$ cat src/range_consts.svh
`ifndef RANGE_CONSTS_SVH
`define RANGE_CONSTS_SVH

// width of one id in bits.
`define RANGE_ID_WIDTH 16

// merge cells in the chain.
`define RANGE_CELLS 8

// the dump yields at most one range per cell.
`define RANGE_FIFO_DEPTH `RANGE_CELLS

`endif
$ cat src/range_pkg.sv
`default_nettype none

package range_pkg;

    `include "range_consts.svh"

    typedef logic [`RANGE_ID_WIDTH-1:0] id_t;

    // closed range, both ends inclusive.
    typedef struct packed {
        id_t lower;
        id_t upper;
    } range_t;

    typedef struct packed {
        range_t rng;
        logic   last;
    } range_item_t;

    // one hop of the merge chain.
    typedef struct packed {
        logic   valid;
        logic   conf_done;
        logic   dump_done;
        range_t rng;
    } range_link_t;

    typedef enum logic {
        intake_idle,
        intake_wait_release
    } intake_state_t;

    typedef enum logic [1:0] {
        drain_idle,
        drain_req_high,
        drain_wait_release
    } drain_state_t;

endpackage

`default_nettype wire

$ cat src/range_merge_top.sv
`timescale 1ns/1ns
`default_nettype none

module range_merge_top (
    input  logic                   clk,
    input  logic                   reset,
    input  logic                   in_req,
    input  range_pkg::range_item_t in_item,
    output logic                   in_ack,
    output logic                   out_req,
    input  logic                   out_ack,
    output range_pkg::range_t      out_range,
    output logic                   out_done,
    output logic                   overflow
);
    import range_pkg::*;

    range_link_t intake_link;
    range_link_t chain_link;

    range_intake u_intake (
        .clk      (clk),
        .reset    (reset),
        .in_req   (in_req),
        .in_item  (in_item),
        .in_ack   (in_ack),
        .link_out (intake_link)
    );

    range_merge_chain u_chain (
        .clk      (clk),
        .reset    (reset),
        .link_in  (intake_link),
        .link_out (chain_link)
    );

    range_drain u_drain (
        .clk       (clk),
        .reset     (reset),
        .link_in   (chain_link),
        .out_req   (out_req),
        .out_ack   (out_ack),
        .out_range (out_range),
        .out_done  (out_done),
        .overflow  (overflow)
    );

endmodule

`default_nettype wire

$ cat src/range_drain.sv
`timescale 1ns/1ns
`default_nettype none

`include "range_consts.svh"

module range_drain (
    input  logic                   clk,
    input  logic                   reset,
    input  range_pkg::range_link_t link_in,
    output logic                   out_req,
    input  logic                   out_ack,
    output range_pkg::range_t      out_range,
    output logic                   out_done,
    output logic                   overflow
);
    import range_pkg::*;

    localparam int DEPTH = `RANGE_FIFO_DEPTH;
    localparam int PTR_W = (DEPTH > 1) ? $clog2(DEPTH) : 1;
    localparam int CNT_W = $clog2(DEPTH + 1);

    range_t           mem [DEPTH];
    logic [PTR_W-1:0] wr_ptr;
    logic [PTR_W-1:0] rd_ptr;
    logic [CNT_W-1:0] count;
    drain_state_t     state;
    range_t           out_range_q;
    logic             done_q;
    logic             overflow_q;
    logic             full;
    logic             push;
    logic             pop;

    assign full = (count == CNT_W'(DEPTH));
    assign push = link_in.valid && link_in.conf_done && !full;
    assign pop  = (state == drain_idle) && (count != '0);

    always_ff @(posedge clk) begin
        if (reset) begin
            state      <= drain_idle;
            wr_ptr     <= '0;
            rd_ptr     <= '0;
            count      <= '0;
            done_q     <= 1'b0;
            overflow_q <= 1'b0;
        end else begin
            // a range falling off the end before the batch is in is lost.
            if (link_in.valid && !link_in.conf_done) begin
                overflow_q <= 1'b1;
            end
            if (push) begin
                wr_ptr <= (wr_ptr == PTR_W'(DEPTH - 1)) ? '0 : wr_ptr + 1'b1;
            end
            if (pop) begin
                rd_ptr <= (rd_ptr == PTR_W'(DEPTH - 1)) ? '0 : rd_ptr + 1'b1;
            end
            count <= count + CNT_W'(push) - CNT_W'(pop);
            case (state)
                drain_idle: begin
                    if (pop) begin
                        state <= drain_req_high;
                    end else if (link_in.dump_done && !link_in.valid) begin
                        done_q <= 1'b1;
                    end
                end
                drain_req_high: begin
                    if (out_ack) begin
                        state <= drain_wait_release;
                    end
                end
                drain_wait_release: begin
                    if (!out_ack) begin
                        state <= drain_idle;
                    end
                end
                default: state <= drain_idle;
            endcase
        end
    end

    always_ff @(posedge clk) begin
        if (push) begin
            mem[wr_ptr] <= link_in.rng;
        end
        if (pop) begin
            out_range_q <= mem[rd_ptr];
        end
    end

    assign out_req   = (state == drain_req_high);
    assign out_range = out_range_q;
    assign out_done  = done_q;
    assign overflow  = overflow_q;

endmodule

`default_nettype wire

$ cat src/range_merge_chain.sv
`timescale 1ns/1ns
`default_nettype none

`include "range_consts.svh"

module range_merge_chain (
    input  logic                   clk,
    input  logic                   reset,
    input  range_pkg::range_link_t link_in,
    output range_pkg::range_link_t link_out
);
    import range_pkg::*;

    // links[i] feeds cell i, the last entry leaves the chain.
    range_link_t links [`RANGE_CELLS+1];

    assign links[0] = link_in;

    for (genvar i = 0; i < `RANGE_CELLS; i++) begin : g_cell
        range_merge_cell u_cell (
            .clk      (clk),
            .reset    (reset),
            .link_in  (links[i]),
            .link_out (links[i+1])
        );
    end

    assign link_out = links[`RANGE_CELLS];

endmodule

`default_nettype wire

$ cat src/range_merge_cell.sv
`timescale 1ns/1ns
`default_nettype none

module range_merge_cell (
    input  logic                   clk,
    input  logic                   reset,
    input  range_pkg::range_link_t link_in,
    output range_pkg::range_link_t link_out
);
    import range_pkg::*;

    logic   range_set;
    logic   range_dumped;
    id_t    lower_id;
    id_t    upper_id;
    logic   overlap;
    logic   valid_q;
    logic   conf_q;
    logic   dump_q;
    range_t rng_q;
    logic   fwd_in;
    logic   emit_own;

    // touching ranges do not count as overlapping.
    assign overlap = (lower_id <= link_in.rng.upper) && (upper_id >= link_in.rng.lower);

    always_comb begin
        fwd_in   = 1'b0;
        emit_own = 1'b0;
        if (!link_in.conf_done) begin
            fwd_in = link_in.valid && range_set && !overlap;
        end else if (!link_in.dump_done) begin
            // unset cells pass everything on during the dump.
            fwd_in = link_in.valid && (!range_set || !overlap);
        end else if (!range_dumped) begin
            emit_own = range_set;
        end
    end

    always_ff @(posedge clk) begin
        if (reset) begin
            range_set <= 1'b0;
        end else if (link_in.valid && !range_set && !link_in.conf_done) begin
            range_set <= 1'b1;
        end
    end

    always_ff @(posedge clk) begin
        if (link_in.valid) begin
            if (!range_set) begin
                if (!link_in.conf_done) begin
                    lower_id <= link_in.rng.lower;
                    upper_id <= link_in.rng.upper;
                end
            end else if (overlap) begin
                lower_id <= (link_in.rng.lower < lower_id) ? link_in.rng.lower : lower_id;
                upper_id <= (link_in.rng.upper > upper_id) ? link_in.rng.upper : upper_id;
            end
        end
    end

    always_ff @(posedge clk) begin
        if (reset) begin
            range_dumped <= 1'b0;
            valid_q      <= 1'b0;
            conf_q       <= 1'b0;
            dump_q       <= 1'b0;
        end else begin
            valid_q <= fwd_in || emit_own;
            conf_q  <= link_in.conf_done;
            if (link_in.dump_done) begin
                range_dumped <= 1'b1;
            end
            // one cycle after the own range went out.
            if (range_dumped) begin
                dump_q <= 1'b1;
            end
        end
    end

    always_ff @(posedge clk) begin
        if (emit_own) begin
            rng_q <= '{lower: lower_id, upper: upper_id};
        end else if (fwd_in) begin
            rng_q <= link_in.rng;
        end
    end

    assign link_out = '{valid: valid_q, conf_done: conf_q, dump_done: dump_q, rng: rng_q};

endmodule

`default_nettype wire

$ cat src/range_intake.sv
`timescale 1ns/1ns
`default_nettype none

module range_intake (
    input  logic                   clk,
    input  logic                   reset,
    input  logic                   in_req,
    input  range_pkg::range_item_t in_item,
    output logic                   in_ack,
    output range_pkg::range_link_t link_out
);
    import range_pkg::*;

    intake_state_t state;
    logic          last_seen;
    logic          accept;
    logic          valid_q;
    logic          conf_q;
    logic          dump_q;
    range_t        rng_q;

    // nothing is taken once the final range of the batch is in.
    assign accept = (state == intake_idle) && in_req && !last_seen;

    assign in_ack = (state == intake_wait_release);

    always_ff @(posedge clk) begin
        if (reset) begin
            state     <= intake_idle;
            last_seen <= 1'b0;
        end else begin
            case (state)
                intake_idle: begin
                    if (accept) begin
                        state     <= intake_wait_release;
                        last_seen <= in_item.last;
                    end
                end
                intake_wait_release: begin
                    if (!in_req) begin
                        state <= intake_idle;
                    end
                end
                default: state <= intake_idle;
            endcase
        end
    end

    // valid pulses with the rise of in_ack, then conf_done and dump_done follow.
    always_ff @(posedge clk) begin
        if (reset) begin
            valid_q <= 1'b0;
            conf_q  <= 1'b0;
            dump_q  <= 1'b0;
        end else begin
            valid_q <= accept;
            conf_q  <= last_seen;
            dump_q  <= conf_q;
        end
    end

    always_ff @(posedge clk) begin
        if (accept) begin
            rng_q <= in_item.rng;
        end
    end

    assign link_out = '{valid: valid_q, conf_done: conf_q, dump_done: dump_q, rng: rng_q};

endmodule

`default_nettype wire

$ cat config.mk
export PLATFORM = sky130hd
export DESIGN_NAME = range_merge_top
export DESIGN_NICKNAME = d
export VERILOG_FILES = /design/src/range_pkg.sv /design/src/range_merge_top.sv /design/src/range_drain.sv /design/src/range_merge_chain.sv /design/src/range_merge_cell.sv /design/src/range_intake.sv
export VERILOG_INCLUDE_DIRS = /design/src
export SDC_FILE = /design/constraint.sdc
export NUM_CORES = 2
export LEC_CHECK = 0
export ABC_CLOCK_PERIOD_IN_PS = 10270
export BUFFER_PORTS_ARGS = -buffer_cell sky130_fd_sc_hd__buf_2
export CAP_MARGIN = 0
export CORE_MARGIN = 2
export CORE_UTILIZATION = 65
export CTS_CLUSTER_DIAMETER = 150
export DETAILED_ROUTE_END_ITERATION = 16
export PLACE_DENSITY_LB_ADDON = 0.15
export SETUP_SLACK_MARGIN = 0.02
export SLEW_MARGIN = 20
export SYNTH_ARGS = -nofsm -noshare
export SYNTH_HDL_FRONTEND = slang
export SYNTH_SLANG_ARGS = --single-unit
export TNS_END_PERCENT = 1
$ cat constraint.sdc
create_clock -name clk -period 10.27 [get_ports clk]
set_clock_uncertainty 0.15 [all_clocks]
set_input_delay 0 -clock clk [delete_from_list [all_inputs] [get_ports clk]]
set_output_delay 0 -clock clk [all_outputs]
set_load 0.02 [all_outputs]
==> flow_summary.toml <==
[clock_network]
ctsLongestPathBuffers = 3
cts.repair.resized = 0
cts-root-buf = "clkbuf_16"
post_cts_buffers = 0
clk_latency_ns = 0.66
cts.sinks = 890
cts_hold_buf = 71
cts_tree = "done"
cts_max_level = 3
cts_buffers = 91
clk_pin_slew_ns = 0.07

[route]
wl_met1_microns = 43100
post_drt_via_cell_ratio = 6.09
wl_microns = 103000
ant_nets = 0
wire_per_inst_microns = 21.9
dr.pass1.iters = 5
vias = 28500
top_layer = "met5"
drt-initial-drc-count = 2814
drc = 0
wl_met2_microns = 50600
wl_met3_microns = 6610

[global_route]
gr-total-overflow = 0
grt_pass1_wl_microns = 161000
antenna_found_initial = 8
grt_pass1_vias = 28900
grt_max_degree = 67
track_usage_pct = 29.6

[floorplan]
start_util_pct = 65.9
fp.coreArea_sq_mm = 0.0673
num_io_pins = 73
die_h_microns = 265
die_area_sq_mm = 0.0703
die_w_microns = 265
row_count = 95

[power]
p_seq_share_pct = 49.7
p_int_mw = 6.42
netSwitchingPower_mw = 1.96
combPwrFrac_pct = 9.2
clkPwrFrac_pct = 41.0
vdd_drop_max_mv = 0.179
leakage_nw = 20.8
pwr_density_cell_mw_per_mm2 = 169
p_sw_share_pct = 23.3

[placed_design]
place_congestion = 0.907
hpwl_microns = 71400
io_buffer_count = 72
dpl_cell_area_sq_mm = 0.0458

[sta]
slew_headroom_pct = 31.0
fin_crit_ns = 3.57
finalMaxSlewViolations = 0
fmax_ghz = 0.280
rsz0062_at_grt = "no"
worst_pin_slew_ns = 1.01
setup_violations = 0
finalCritPeriodShare_pct = 34.8
hold_viol = 0
finalSetupTns_ns = 0

[logic_synthesis]
synth_nets = 4089
ys_top_cells_by_count = "832 x edfxtp_1, 542 x inv_1, 514 x ha_1, 343 x nand2_1, 327 x o21ai_0"
syn-instance-count = 3537
ys_seq_elements = 890
synthArstFlopShare_pct = 0
synth_largest_area_cell = "edfxtp_1"
synth_top_cell_area_share_pct = 56.4
synth-main-ff-cell = "edfxtp_1"
synth_edf_count = 832
syn-cell-area_sq_mm = 0.0443
ys_warn_count = 0
ys_seq_area_share_pct = 59.0
synth.most_common_cell = "edfxtp_1"
synth_area_leaders = "edfxtp_1 56%, ha_1 15%, inv_1 4.6%"
synthDistinctLibCells = 63
avgSynthCellArea_sq_um = 12.5

[critical_path]
start_kind = "flop"
reg2reg_slack_ns = 6.70
path_buf_inv = 1
path_cells = "inv_1 > ha_1 > nand4_1 > nor4_1 > a21boi_0 > or4_4 > a221oi_2 > a41o_1"
critPathKind = "reg2reg"
worstPathArrival_ns = 3.73
cpMaxStageDelayCell = "a41o_1"
cpPeakStageDelay_ns = 0.77
endpoint_kind = "flop"
crit_family = "compound AO/OA/AOI/OAI gates"
cp_max_fo = 16
cp.required_ns = 10.42

[finish]
drive_gt1_share_pct = 10.3
final.fill_count = 4340
final_nets = 4276
seq_area_sq_mm = 0.0262
fin_area_sq_mm = 0.0497
multiInputGateArea_sq_mm = 0.0159
syn_to_final_growth_pct = 12.1

[run_status]
status = "finished, final reports clean"

[min_path]
hp-class = "in2reg"

[job]
max-cap-violations = 0
==> metal layers <==
metal	vias to the layer above	GRT usage, %
li1	13300	-
met1	14000	40.7
met2	1016	50.1
met3	169	4.28
met4	8	7.73
met5	-	0
==> stage by stage <==
stage                     hold slack (ns)  worst slack (ns)  total power [mW]  utilization, %  cells
after floorplan                   -0.0511              5.64              4.75               -   3537
after global placement             0.0260              6.89              4.96            68.1   4433
after detailed placement           0.0281              6.79              4.99            68.1   4433
after CTS                          0.0763              6.78              8.42            73.8   4673
after global routing                0.115              6.54              8.64            73.8   4673
final                               0.113              6.70              8.38            73.8   4675
==> worst register-to-register path, delay by kind of cell, from the launching register on <==
family | cells | cell delay (ns)
compound gates | 3 | 1.33
fa+ha+maj | 1 | 0.36
buf+inv | 1 | 0.09
flops | 1 | 0.41
simple gates | 3 | 0.85
==> state kept, by name, summed over array words and instances, names as in the netlist, 2 cells and up <==
register,count
u_drain.count,4
u_chain.g_cell.u_cell.upper_id,128
u_drain.wr_ptr,3
u_chain.g_cell.u_cell.conf_q,8
u_drain.rd_ptr,3
u_drain.mem,256
u_intake.link_out,32
u_drain.state,2
u_chain.g_cell.u_cell.dump_q,8
u_chain.g_cell.u_cell.lower_id,128
u_chain.g_cell.u_cell.valid_q,8
u_chain.g_cell.u_cell.link_out,256
u_chain.g_cell.u_cell.range_dumped,8
u_drain.out_range,32
u_chain.g_cell.u_cell.range_set,8
==> logic make-up after synthesis <==
logic type | after synthesis | share of synthesized area, %
DFF | 890 | 59.0
AOI/OAI and AO/OA | 712 | 9.51
and+or+nand+nor | 687 | 7.26
buffers and inverters | 623 | 5.29
adders and majority gates | 515 | 14.6
muxes | 107 | 4.32
xor gates and xnor gates | 3 | 0.0593
==> placed cells by master (no fill, tap or decap), drive strengths merged, types with 64 or more instances in the layout <==
master       instances
a21oi              193
nor2                94
buf                104
clkbuf             121
edfxtp             832
inv                544
nand2              343
nand4               71
mux4                64
ha                 514
dlygate4sd3         71
o21ai              327
==> final timing paths <==
check,to,from,cells past startpoint
max,u_chain.g_cell[0].u_cell.upper_id[11],u_intake.link_out[9],8
min,u_drain.state[1],out_ack,3
max reg2reg,u_chain.g_cell[0].u_cell.upper_id[11],u_intake.link_out[9],8
min reg2reg,u_chain.g_cell[4].u_cell.dump_q,u_chain.g_cell[4].u_cell.range_dumped,2
==> final cells by class <==
class                   count  share of cell area [%]
repair buffers            175                    2.64
diodes                      2                  0.0101
clock buffers             121                    5.16
flip-flops and latches    890                    52.7
multi-input cells        2024                    32.0
inverters                 542                    4.10
well taps                 873                    2.20
clock inverters            48                    1.19
==> power groups by stage <==
stage	combinational (mW)	clock (mW)	sequential (mW)
finish	0.775	3.44	4.17
global route	0.838	3.62	4.18
detailed placement	0.748	0	4.24
CTS	0.780	3.47	4.17
floorplan	0.476	0	4.28
global placement	0.722	0	4.24
Power figures use the tool's default switching activity.
